==> config.mk <==
export PLATFORM = sky130hd
export DESIGN_NAME = l15_thread_table
export DESIGN_NICKNAME = d
export VERILOG_FILES = /design/src/source/l15_thread_table.sv
export SDC_FILE = /design/constraint.sdc
export NUM_CORES = 1
export LEC_CHECK = 0
export ABC_AREA = 1
export BUFFER_PORTS_ARGS = -buffer_cell sky130_fd_sc_hd__buf_2
export CAP_MARGIN = 5
export CORE_AREA = 2 2 39 41
export DETAILED_ROUTE_END_ITERATION = 8
export DIE_AREA = 0 0 41 43
export PLACE_DENSITY_LB_ADDON = 0.15
export SLEW_MARGIN = 20
export SYNTH_ARGS = -nofsm -noshare
export SYNTH_HDL_FRONTEND = slang
export SYNTH_SLANG_ARGS = --single-unit
==> constraint.sdc <==
create_clock -name clk_i -period 2.2 [get_ports clk_i]
set_input_delay 0.11 -clock clk_i [delete_from_list [all_inputs] [get_ports clk_i]]
set_output_delay 0.11 -clock clk_i [all_outputs]
set_load 0.005 [all_outputs]
==> src/source/l15_thread_table.sv <==
// Two-entry L1.5 thread ID FSM with stored transaction and port IDs
`timescale 1ns/1ps

module l15_thread_table #(
    parameter int unsigned ID_W  = 4,
    parameter int unsigned PID_W = 2
) (
    input  logic             clk_i,
    input  logic             rst_ni,
    input  logic             req_fire_i,
    input  logic [ID_W-1:0]  req_id_i,
    input  logic [PID_W-1:0] req_pid_i,
    input  logic             resp_fire_i,
    input  logic             rtrn_thread_i,
    output logic             thread_free_o,
    output logic             req_thread_o,
    output logic [ID_W-1:0]  resp_id_o,
    output logic [PID_W-1:0] resp_pid_o
);

    typedef enum logic [1:0] {
        FREE_T0_T1,
        FREE_T0,       // Only thread 0 free
        FREE_T1,       // Only thread 1 free
        LOCKED_T0_T1
    } th_state_e;

    th_state_e        state_q, state_d;
    logic [1:0]       busy, busy_d;
    logic [ID_W-1:0]  tid_q [2];
    logic [PID_W-1:0] pid_q [2];

    // Per-thread busy view of the state
    always_comb begin
        case (state_q)
            FREE_T0_T1: busy = 2'b00;
            FREE_T0:    busy = 2'b10;
            FREE_T1:    busy = 2'b01;
            default:    busy = 2'b11;
        endcase
    end

    assign thread_free_o = (state_q != LOCKED_T0_T1);
    assign req_thread_o  = (state_q == FREE_T1);  // Thread 0 preferred

    always_comb begin
        busy_d = busy;
        if (resp_fire_i) begin
            busy_d[rtrn_thread_i] = 1'b0;
        end
        if (req_fire_i) begin
            busy_d[req_thread_o] = 1'b1;
        end
        case (busy_d)
            2'b00:   state_d = FREE_T0_T1;
            2'b10:   state_d = FREE_T0;
            2'b01:   state_d = FREE_T1;
            default: state_d = LOCKED_T0_T1;
        endcase
    end

    always_ff @(posedge clk_i or negedge rst_ni) begin
        if (!rst_ni) begin
            state_q <= FREE_T0_T1;
        end else begin
            state_q <= state_d;
        end
    end

    always_ff @(posedge clk_i) begin
        if (req_fire_i) begin
            tid_q[req_thread_o] <= req_id_i;
            pid_q[req_thread_o] <= req_pid_i;
        end
    end

    assign resp_id_o  = tid_q[rtrn_thread_i];
    assign resp_pid_o = pid_q[rtrn_thread_i];

    // Returns only come back on threads holding a request
    a_resp_on_busy_thread: assert property (
        @(posedge clk_i) disable iff (!rst_ni) resp_fire_i |-> busy[rtrn_thread_i]
    ) else $error("response on free thread %0d", rtrn_thread_i);

endmodule

==> flow_summary.yaml <==
timing:
  rsz0062_at_grt: "no"
  post-route-period-util_pct: 48.8
  hold_violations: 0
  fin_setup_tns_ps: 0
  max_freq_mhz: 932
  period_needed_ps: 1070
  clock_skew_ps: 3.26
  worst_slew_pin_slew_ps: 249
  setup_viol: 0
  report.final.slew_viol_count: 0
  slew_headroom_pct: 83.4
die:
  core_sq_um: 1380
  die-area_sq_um: 1760
  start_util_pct: 39.7
  fp.dieW_um: 41
  die_y_um: 43
  num_rows: 14
  ioPinCount: 19
synth:
  ys_warn_count: 0
  syn-num-nets: 59
  synth-compound-area-share_pct: 0
  synth.distinct_cells: 8
  synthAdderAreaFrac_pct: 0
  yosys.area_share.simple_pct: 19.8
  synthMuxAreaShare_pct: 0
  synth_top_family_by_area: "simple AND/OR/NAND/NOR gates"
  seq_area_frac_synth_pct: 74.7
  ys_ff_latch: 14
  synth_xor_area_share_pct: 0
  syn_area_sq_um: 549
  syn-instance-count: 48
  avgSynthCellArea_sq_um: 11.4
setup_path:
  r2r_setup_slack_ps: 1130
  path_class: "flop to flop"
  crit_chain: "nand2_1, nand2_1, inv_1"
  required_ps: 2150
  worstPathArrival_ps: 1020
  path_max_fanout: 6
  crit_family: "flip-flops"
  cp_num_buf_inv: 1
  max_stage_delay_ps: 400
  start_kind: "flop"
  cpMostUsedCell: "nand2_1"
  reg2reg_depth: 3
  r2r-end: "pid_q[0][1]$_DFFE_PP_"
  critPathSlowestCell: "dfrtp_1"
  critical_path.endpoint_type: "flop"
  r2r_start: "state_q[1]$_DFF_PN0_"
placement:
  io_buffers: 18
  globalplace.congestion: 0.630
  dpl.hpwl_um: 602
  place_area_sq_um: 648
drt:
  drt-initial-drc-count: 8
  route.detailed.drc: 0
  wl_per_cell_um: 9.15
  via_count: 371
  via_per_inst: 4.36
  drt_pass1_iterations: 3
  ant_nets: 0
  drt-total-wl_um: 778
global_routing:
  overflow: 0
  grt_first_pass_wirelength_um: 1200
  grt_usage_pct: 11.0
  grt_antenna_before_repair: 0
  top_usage_layer: "met2"
  grt_pass1_vias: 315
  grt_util_met3_pct: 4.71
  use_met2_pct: 17.8
  grt_max_degree: 9
  met1_usage_pct: 9.93
cells_and_area:
  n_antenna_cell: 0
  fin_area_sq_um: 681
  fillers: 137
  final_nets: 82
  multiInputGateArea_sq_um: 109
  seqCellArea_sq_um: 410
  drive_above_1_share_pct: 33.3
  area_delta_synth_final_pct: 23.9
cts:
  cts_setup_buffers: 0
  root_buffer: "clkbuf_4"
  cts_tree: "done"
  cts_resized: 0
  insertion_delay_ps: 260
  cts.sink_count: 14
  htree_levels: 1
  cts_made_buffers: 3
  clockBufferDepth: 2
  cts_hold_buf: 1
  clk_pin_slew_worst_paths_ps: 70
flow_run:
  cap_viol_max_count: 0
min_path:
  min_path_cells: 1
  hp-class: "primary input to flop"
  hold_path_end: "tid_q[0][0]$_DFFE_PP_"
  min_from: "req_id_i[0]"
power_and_ir_drop:
  power_leakage_nw: 0.338
  cellPowerDensity_nw_per_um2: 934
  ir_drop_mv: 0.389
run_status:
  status: "completed"
==> power breakdown <==
part	total [mW]	switching (mW)	internal [mW]
sequential	0.374	0.0194	0.355
combinational	0.133	0.0789	0.0541
clock	0.129	0.0657	0.0631
total	0.636	0.164	0.472
==> worst max path at each step <==
stage / startpoint / to / depth (start not counted)
after global placement: state_q[1]$_DFF_PN0_ / tid_q[0][0]$_DFFE_PP_ / 3
after floorplan: state_q[1]$_DFF_PN0_ / pid_q[0][0]$_DFFE_PP_ / 3
after CTS: state_q[1]$_DFF_PN0_ / pid_q[0][1]$_DFFE_PP_ / 3
final: state_q[1]$_DFF_PN0_ / pid_q[0][1]$_DFFE_PP_ / 3
after detailed placement: state_q[1]$_DFF_PN0_ / tid_q[0][1]$_DFFE_PP_ / 3
after global routing: state_q[0]$_DFF_PN0_ / pid_q[0][1]$_DFFE_PP_ / 4
==> cell families (layout without fill, tap and decap cells) <==
logic type	after synthesis	count (layout)
flops	14	14
simple gates	28	28
buf+inv	6	27
==> sequential cells by signal, summed over array words and instances (netlist names) <==
register and flops:
tid_q 8, pid_q 4, state_q 2
==> cell type report <==
cell class | instances | area share [%]
timing repair buffer | 19 | 14.7
sequential | 14 | 60.3
multi-input combinational | 28 | 16.0
clock buffer | 3 | 3.31
inverter | 5 | 2.76
tap | 16 | 2.94
==> Yosys cell counts <==
cell type / n / area share (%)
edfxtp_1: 12 / 66
inv_2: 1 / 0.68
inv_1: 4 / 2.7
nand2_1: 26 / 18
buf_6: 1 / 2.0
nand3_1: 1 / 0.91
nand2_2: 1 / 1.1
dfrtp_1: 2 / 9.1
==> layer usage <==
metal,up-vias,part of all wire (%)
li1,197,-
met1,159,40
met2,13,52
met3,2,6.8
met4,0,0.90
met5,-,0
==> cells in the final DEF (no fill, tap or decap) <==
master	synthesis	final
clkbuf_4	0	3
nand2_2	1	1
nand3_1	1	1
dlygate4sd3_1	0	1
inv_1	4	4
inv_2	1	1
edfxtp_1	12	12
buf_2	0	18
dfrtp_1	2	2
nand2_1	26	26
==> stage by stage <==
step                util, %  cells  power [mW]  hold WS (ps)  worst slack [ps]
CTS                    49.2     85       0.647          22.4              1120
global route           49.2     85       0.684          13.5              1040
detailed placement     46.8     81       0.515          -102              1120
finish                 49.2     85       0.636          33.8              1130
floorplan                 -     48       0.457          -186              1220
global placement       46.8     81       0.515          -102              1110
==> worst register-to-register path, cell delays in order (launching register included) <==
cell and delay, ps:
dfrtp_1 400, nand2_1 90, nand2_1 60, inv_1 200
No activity file was read; power rests on OpenSTA's default activity.
