### src/common/l15_adapter_pkg.sv
// Adapter widths, request/return/size encodings, byte swap and store replicate functions
package l15_adapter_pkg;

    localparam int unsigned PA_W       = 40;
    localparam int unsigned L15_DATA_W = 64;
    localparam int unsigned MEM_DATA_W = 256;  // Four L1.5 return dwords
    localparam int unsigned MEM_BE_W   = 8;
    localparam int unsigned LINE_OFF_W = 4;

    typedef enum logic [1:0] {
        REQ_IMISS = 2'd0,
        REQ_LOAD  = 2'd1,
        REQ_STORE = 2'd2
    } req_kind_e;

    typedef enum logic [4:0] {
        L15_LOAD_RQ  = 5'b00000,
        L15_STORE_RQ = 5'b00001,
        L15_IMISS_RQ = 5'b10000
    } l15_rqtype_e;

    typedef enum logic [3:0] {
        L15_LOAD_RET  = 4'b0000,
        L15_IFILL_RET = 4'b0001,
        L15_EVICT_REQ = 4'b0011,
        L15_ST_ACK    = 4'b0100,
        L15_ERR_RET   = 4'b1100
    } l15_rtrntype_e;

    typedef enum logic [2:0] {
        SIZE_1B   = 3'd0,
        SIZE_2B   = 3'd1,
        SIZE_4B   = 3'd2,
        SIZE_8B   = 3'd3,
        SIZE_LINE = 3'd7
    } l15_size_e;

    // Reverse byte order of one dword
    function automatic logic [L15_DATA_W-1:0] swap_dword(input logic [L15_DATA_W-1:0] data);
        logic [L15_DATA_W-1:0] res;
        for (int i = 0; i < 8; i++) begin
            res[i*8 +: 8] = data[(7-i)*8 +: 8];
        end
        return res;
    endfunction

    // Copy a narrow store value from its lane into every lane of the dword
    function automatic logic [L15_DATA_W-1:0] replicate_dword(input logic [L15_DATA_W-1:0] data,
                                                              input logic [2:0] offset,
                                                              input logic [1:0] size);
        logic [5:0]            base;
        logic [L15_DATA_W-1:0] res;
        base = {offset, 3'b000};
        case (size)
            2'd0:    res = {8{data[base +: 8]}};
            2'd1:    res = {4{data[base +: 16]}};
            2'd2:    res = {2{data[base +: 32]}};
            default: res = data;  // Full dword already
        endcase
        return res;
    endfunction

endpackage

### src/source/l15_inval_fifo.sv
// Register FIFO of pending data-cache invalidation line addresses
`timescale 1ns/1ps

module l15_inval_fifo import l15_adapter_pkg::*; #(
    parameter int unsigned INVAL_DEPTH = 2
) (
    input  logic            clk_i,
    input  logic            rst_ni,
    input  logic            push_i,
    input  logic [PA_W-1:0] addr_i,
    input  logic            pop_ready_i,
    output logic            space_o,
    output logic            valid_o,
    output logic [PA_W-1:0] addr_o
);

    localparam int unsigned PTR_W = (INVAL_DEPTH > 1) ? $clog2(INVAL_DEPTH) : 1;
    localparam int unsigned CNT_W = $clog2(INVAL_DEPTH + 1);

    logic [PA_W-1:0]  mem_q [INVAL_DEPTH];
    logic [PTR_W-1:0] wr_ptr_q, rd_ptr_q;
    logic [CNT_W-1:0] count_q;
    logic             pop;

    assign space_o = (count_q != CNT_W'(INVAL_DEPTH));
    assign valid_o = (count_q != '0);
    assign addr_o  = mem_q[rd_ptr_q];
    assign pop     = valid_o & pop_ready_i;

    always_ff @(posedge clk_i or negedge rst_ni) begin
        if (!rst_ni) begin
            wr_ptr_q <= '0;
            rd_ptr_q <= '0;
            count_q  <= '0;
        end else begin
            if (push_i) begin
                wr_ptr_q <= (wr_ptr_q == PTR_W'(INVAL_DEPTH - 1)) ? '0 : wr_ptr_q + 1'b1;
            end
            if (pop) begin
                rd_ptr_q <= (rd_ptr_q == PTR_W'(INVAL_DEPTH - 1)) ? '0 : rd_ptr_q + 1'b1;
            end
            count_q <= count_q + CNT_W'(push_i) - CNT_W'(pop);
        end
    end

    always_ff @(posedge clk_i) begin
        if (push_i) begin
            mem_q[wr_ptr_q] <= addr_i;
        end
    end

    a_no_push_full: assert property (
        @(posedge clk_i) disable iff (!rst_ni) push_i |-> space_o
    ) else $error("invalidation pushed into full FIFO");

endmodule

### config.mk
export PLATFORM = sky130hd
export DESIGN_NAME = l15_inval_fifo
export DESIGN_NICKNAME = d
export VERILOG_FILES = /design/src/common/l15_adapter_pkg.sv /design/src/source/l15_inval_fifo.sv
export SDC_FILE = /design/constraint.sdc
export NUM_CORES = 1
export LEC_CHECK = 0
export BUFFER_PORTS_ARGS = -buffer_cell sky130_fd_sc_hd__buf_4
export CORE_AREA = 4 4 94 96
export CTS_CLUSTER_SIZE = 28
export DETAILED_ROUTE_END_ITERATION = 10
export DIE_AREA = 0 0 98 100
export GPL_TIMING_DRIVEN = 0
export HOLD_SLACK_MARGIN = 0.06
export PLACE_DENSITY = 0.76
export REMOVE_ABC_BUFFERS = 1
export SLEW_MARGIN = 5
export SYNTH_ARGS = -nofsm -noshare
export SYNTH_HDL_FRONTEND = slang
export SYNTH_SLANG_ARGS = --single-unit
### constraint.sdc
create_clock -name clk_i -period 3.75 [get_ports clk_i]
set_input_delay 0.1875 -clock clk_i [delete_from_list [all_inputs] [get_ports clk_i]]
set_output_delay 0.1875 -clock clk_i [all_outputs]
set_load 0.1 [all_outputs]
==> results_dict.tcl, run 1 <==
set metrics [dict create \
    status "finished, final reports clean" \
    grt_max_degree 24 \
    syn2layout_area_growth_pct 40.87 \
    cp.buffers_inverters 2 \
    min_path_type "in -> reg" \
    numClockSinks 84 \
    io_buffer_count 85 \
    final_hold_viol_count 0 \
    track_usage_pct 11.88 \
    max_stage_delay_ns 0.87 \
    wl_met1_mm 2.095 \
    grt_overflow_total 0 \
    final_design_area_no_fill_um2 4632 \
    worst_slack_ns 1.508 \
    first_iter_violations 39 \
    drive_gt1_share_pct 51.24 \
    fin_nets 324 \
    drc 0 \
    initial_utilization_pct 40.84 \
    wl_met2_mm 3.022 \
    avgSynthCellArea_um2 23.16 \
    die-area_um2 9800 \
    clk_latency_ns 0.34 \
    cp_slowest_cell "dfrtp_2" \
    synth.distinct_cells 15 \
    insertedDiodeCount 0 \
    cts_tree "built" \
    crit_fanout 23 \
    synth.yosys.warnings 0 \
    hold_path_depth 3 \
    max-slew-margin-rel_pct 49.48 \
    synth_top_area_share_pct 73.06 \
    synthCells 142 \
    fin_hold_ws_ns 0.1802 \
    wl_met3_um 305 \
    arrival_ns 2.05 \
    wl_per_cell_um 14.12 \
    rows 33 \
    grt_pass1_wl_mm 8.887 \
    ys_seq_area_share_pct 76.10 \
    worstRegToRegCells 2 \
    cts_setup_buffers 0 \
    finalMaxSlewViolations 0 \
    maxUsedRoutingLayer "met4" \
    place.gp.congestion 0.6385 \
    pre_cts_ws_ns 1.819 \
    ctsResizeCount 0 \
    cts_buffers 9 \
    viasPerCell 4.448 \
    root_buffer "clkbuf_8" \
    grt_pass1_vias 1883 \
    place_hpwl_mm 3.551 \
    setup_viol 0 \
    dr.pass1.iters 4 \
    syn_area_um2 3288 \
    cp-start-kind "flip-flop" \
    crit_type "reg -> out" \
    drt.antenna.violating_nets 0 \
    critPathTopFamily "flip-flops" \
    fillCellCount 618 \
    cp-end-kind "primary output" \
    layout_min_cycle_time_ns 2.242 \
    max_freq_mhz 446.0 \
    core_um2 8051 \
    cap_violations 0 \
    synth_seq_cells 84 \
    fin_skew_ns 0.007915 \
    vias 1726 \
    fin_tns_setup_ns 0 \
    path_clk_slew_ns 0.07 \
    clk_path_buf_depth 2 \
    num_io_pins 86 \
    synth_top_area_cell "edfxtp_1" \
    tightest_slew_ns 0.7578 \
    die_y_um 100 \
    crit_required_ns 3.56 \
    die_x_um 98 \
    htreeDepth 3 \
    postPlaceCellArea_um2 4051 \
    period_share_pct 59.79 \
    yosys-top-cells-area "edfxtp_1, mux2_4, dfrtp_1" \
    path_cells "buf_12 -> mux2_4 -> buf_4" \
    crit_cells 3 \
    wirelength_mm 5.478 \
    rsz0062_at_grt "no" \
    antenna_found_initial 0 \
]
## final timing paths
path                                      startpoint                      to  slack [ns]
worst max-delay path            rd_ptr_q$_DFFE_PN0P_              addr_o[17]        1.51
worst min-delay path                     pop_ready_i    rd_ptr_q$_DFFE_PN0P_        0.18
worst max register to register  wr_ptr_q$_DFFE_PN0P_  mem_q[0][31]$_DFFE_PP_        2.21
worst min register to register  count_q[1]$_DFF_PN0_    count_q[1]$_DFF_PN0_        0.53
max in group asynchronous                     rst_ni    rd_ptr_q$_DFFE_PN0P_        3.45
min in group asynchronous                     rst_ni    wr_ptr_q$_DFFE_PN0P_        0.19
## per-stage QoR
| stage | util, % | instances |
|---|---|---|
| floorplan | - | 137 |
| global placement | 49.26 | 327 |
| detailed placement | 50.32 | 330 |
| CTS | 57.53 | 388 |
| global route | 57.53 | 388 |
| finish | 57.53 | 388 |
## area by class of cell
cell class	instances	area, um2	share of cell area, %
multi-input cells	51	695.7	15.02
inverters	2	7.507	0.1621
repair buffers	130	1134	24.47
flip-flops and latches	84	2504	54.05
clock buffers	11	131.4	2.836
clock inverters	5	28.78	0.6213
well taps	105	131.4	2.836
## timing repair
item / in CTS / in global routing
hold buffers: 42 / 0
setup endpoints to repair: 0 / 0
endpoints found under the hold margin: 85 / 0
## per-layer routing
layer  vias up  global-route usage (%)
met3         7                   3.475
li1        823                       -
met2        50                   21.52
met4         0                   5.751
met1       846                   12.70
met5         -                       0
## flip-flops by register name (all words and copies together), names as in the netlist
name	count
mem_q	80
wr_ptr_q	1
count_q	2
rd_ptr_q	1
## cells in the final DEF, fill, tap and decap left out, types with 2 or more instances in the layout
| cell type | instances |
|---|---|
| clkinvlp_4 | 2 |
| clkbuf_8 | 9 |
| mux2_4 | 39 |
| edfxtp_1 | 80 |
| xor2_1 | 2 |
| buf_16 | 2 |
| xnor2_1 | 2 |
| clkbuf_1 | 2 |
| inv_1 | 2 |
| dfrtp_1 | 3 |
| clkinv_2 | 2 |
| buf_4 | 85 |
| dlygate4sd3_1 | 42 |
| ha_1 | 2 |
## Yosys cell counts
| cell | instances |
|---|---|
| buf_6 | 1 |
| edfxtp_1 | 80 |
| inv_1 | 2 |
| nand2_1 | 1 |
| nor2b_1 | 1 |
| dfrtp_1 | 4 |
| mux2_4 | 39 |
| ha_1 | 2 |
| and2_1 | 1 |
| buf_12 | 4 |
| o21a_1 | 1 |
| xor2_1 | 2 |
| mux2_2 | 1 |
| xnor2_1 | 2 |
| or2_2 | 1 |
## worst register-to-register path, cell delays in order, from the launching register on
cell and delay (ns):
dfrtp_1 0.43, nor2b_4 0.55, buf_16 0.25
## cell families after synthesis
logic type | count (synthesis) | share of synthesized area [%]
simple gates | 4 | 0.6852
flops | 84 | 76.10
mux | 40 | 18.15
fa+ha+maj | 2 | 0.7609
xor+xnor | 4 | 1.066
buf+inv | 7 | 3.006
compound gates | 1 | 0.2284
Power of run 1 is not shown: default switching activity piles up to over one toggle a cycle in this logic, so the estimate is an artifact.
==> run 2: changes to the inputs <==
- ABC_AREA: unset -> 1
- CORE_AREA: 4 4 94 96 -> 4 4 93 95
- DIE_AREA: 0 0 98 100 -> 0 0 97 99
- PLACE_DENSITY: 0.76 -> 0.78
- clock period: 3.75 -> 1.9 ns (I/O delays scaled with it)
==> results_dict.tcl, run 2 <==
set metrics [dict create \
    cp-end-kind "primary output" \
    root_buffer "clkbuf_8" \
    drt.antenna.violating_nets 0 \
    synth_commonest_cells "nand2_1, edfxtp_1, nand2_2" \
    io_buffer_count 85 \
    htreeDepth 3 \
    cp_slowest_cell "dfrtp_4" \
    setup_viol 0 \
    ys_async_sr_fraction_pct 4.762 \
    track_usage_pct 14.62 \
    top_regs "mem_q x80, count_q x2" \
    pre_cts_ws_ns 0.1385 \
    synth_seq_cells 84 \
    grt_overflow_total 0 \
    cp-start-kind "flip-flop" \
    synth-edff-count 80 \
    ys_seq_area_share_pct 78.16 \
    r2r_slack_ns 0.40 \
    initial_utilization_pct 41.43 \
    wirelength_mm 6.767 \
    fin_hold_ws_ns 0.1311 \
    min_path_type "in -> async" \
    seqCellArea_um2 2506 \
    clk_path_buf_depth 2 \
    synth.yosys.warnings 0 \
    synthAdderAreaFrac_pct 0.7816 \
    core_um2 7727 \
    crit_type "reg -> out" \
    die_x_um 97 \
    final_hold_viol_count 0 \
    wl_per_cell_um 14.13 \
    clk_latency_ns 0.34 \
    synth_top_area_cell "edfxtp_1" \
    path_cells "buf_8 -> nand2_1 -> nand2_1 -> buf_4" \
    drive_gt1_share_pct 30.77 \
    fin_skew_ns 0.009263 \
    fin_nets 418 \
    synthCells 239 \
    fillCellCount 590 \
    max-slew-margin-rel_pct 66.42 \
    num_io_pins 86 \
    cp.buffers_inverters 2 \
    syn_area_um2 3202 \
    synth.distinct_cells 13 \
    arrival_ns 1.71 \
    wl_met3_um 346 \
    yosys-top-cells-area "edfxtp_1, nand2_1, dfrtp_1" \
    synth-simple-area-share_pct 16.57 \
    synth_top_family_by_area "simple AND/OR/NAND/NOR gates" \
    period_share_pct 95.12 \
    yosysMostFrequentCell "nand2_1" \
    synth.area.mux_share_pct 0 \
    synth-xor-area-share_pct 0.2735 \
    largest_reg_flops 80 \
    max_freq_mhz 553.3 \
    status "finished, final reports clean" \
    vias 2158 \
    die-area_um2 9603 \
    finalMaxSlewViolations 0 \
    first_iter_violations 92 \
    cts_tree "built" \
    most-common-layout-cells "nand2_1, buf_4, edfxtp_1" \
    worst_slack_ns 0.09273 \
    final_common_cell "nand2_1" \
    tightest_slew_ns 0.5025 \
    crit_required_ns 1.80 \
    grt_max_degree 42 \
    grt_pass1_wl_mm 10.89 \
    die_y_um 99 \
    synth_flop_cell "edfxtp_1" \
    drc 0 \
    cap_violations 0 \
    regMostFlops "mem_q" \
    viasPerCell 4.505 \
    critPathTopFamily "flip-flops" \
    path_clk_slew_ns 0.08 \
    crit_fanout 22 \
    grt_pass1_vias 2247 \
    layout_min_cycle_time_ns 1.807 \
    max_stage_delay_ns 0.66 \
    synth_top_area_share_pct 75.03 \
    rows 32 \
    antenna_found_initial 0 \
    numClockSinks 84 \
    place_hpwl_mm 3.974 \
    cpMostUsedCell "nand2_1" \
    multi_input_area_um2 571.8 \
    wl_met2_mm 3.775 \
    insertedDiodeCount 0 \
    avgSynthCellArea_um2 13.40 \
    place.gp.congestion 0.6541 \
    wl_met1_mm 2.530 \
    syn2layout_area_growth_pct 43.34 \
    maxUsedRoutingLayer "met4" \
    synth_compound_area_share_pct 0 \
    dr.pass1.iters 4 \
    rsz0062_at_grt "yes" \
    cts_buffers 9 \
]
-- run 2: per-layer routing --
| metal | global-route usage [%] | vias up |
|---|---|---|
| li1 | - | 1055 |
| met1 | 14.61 | 1024 |
| met2 | 28.29 | 67 |
| met3 | 4.317 | 12 |
| met4 | 5.616 | 0 |
| met5 | 0 | - |
-- run 2: repair_timing --
| action | 4_1_cts | 5_1_grt |
|---|---|---|
| gates resized for setup | 2 | 0 |
| hold endpoints to repair | 87 | 0 |
| gates cloned | 0 | 0 |
| hold buffers | 43 | 0 |
| setup endpoints to repair | 40 | 1 |
| setup buffers | 1 | 0 |
-- run 2: cells by family after synthesis --
| family | Yosys count |
|---|---|
| buffers and inverters | 18 |
| AND/OR/NAND/NOR | 134 |
| flip-flops | 84 |
| adder cells (fa/ha/maj) | 2 |
| XOR/XNOR | 1 |
-- run 2: cell type report --
class,count,area share (%)
repair buffers,131,24.65
multi-input cells,137,12.46
clock buffers,10,2.781
inverters,9,1.009
flip-flops and latches,84,54.61
well taps,102,2.781
clock inverters,6,1.718
-- run 2: path summary, 6_finish.rpt --
kind / cells past startpoint / from / endpoint
max in group asynchronous: 2 / rst_ni / rd_ptr_q$_DFFE_PN0P_
min: 2 / rst_ni / rd_ptr_q$_DFFE_PN0P_
min in group clk_i: 2 / addr_i[17] / mem_q[1][17]$_DFFE_PP_
max: 4 / rd_ptr_q$_DFFE_PN0P_ / addr_o[29]
min reg2reg: 1 / wr_ptr_q$_DFFE_PN0P_ / wr_ptr_q$_DFFE_PN0P_
max reg2reg: 9 / count_q[0]$_DFF_PN0_ / count_q[1]$_DFF_PN0_
-- run 2: through the flow --
stage                       TNS, ns  utilization (%)  instances  instance area (um2)
after floorplan              -26.63                -        230                 3108
after global placement       -85.39            50.13        417                 3874
after detailed placement          0            50.86        419                 3930
after CTS                         0            59.39        479                 4589
after global routing      -0.005597            59.39        479                 4589
final                             0            59.39        479                 4589
-- run 2: worst reg2reg max path, delay by kind of cell (launching register included) --
kind | cells | cell delay [ns]
AND/OR/NAND/NOR | 4 | 0.36
buffers and inverters | 3 | 0.22
flip-flops | 1 | 0.39
adder cells (fa/ha/maj) | 2 | 0.44
Power of run 2 is left out for the same reason.
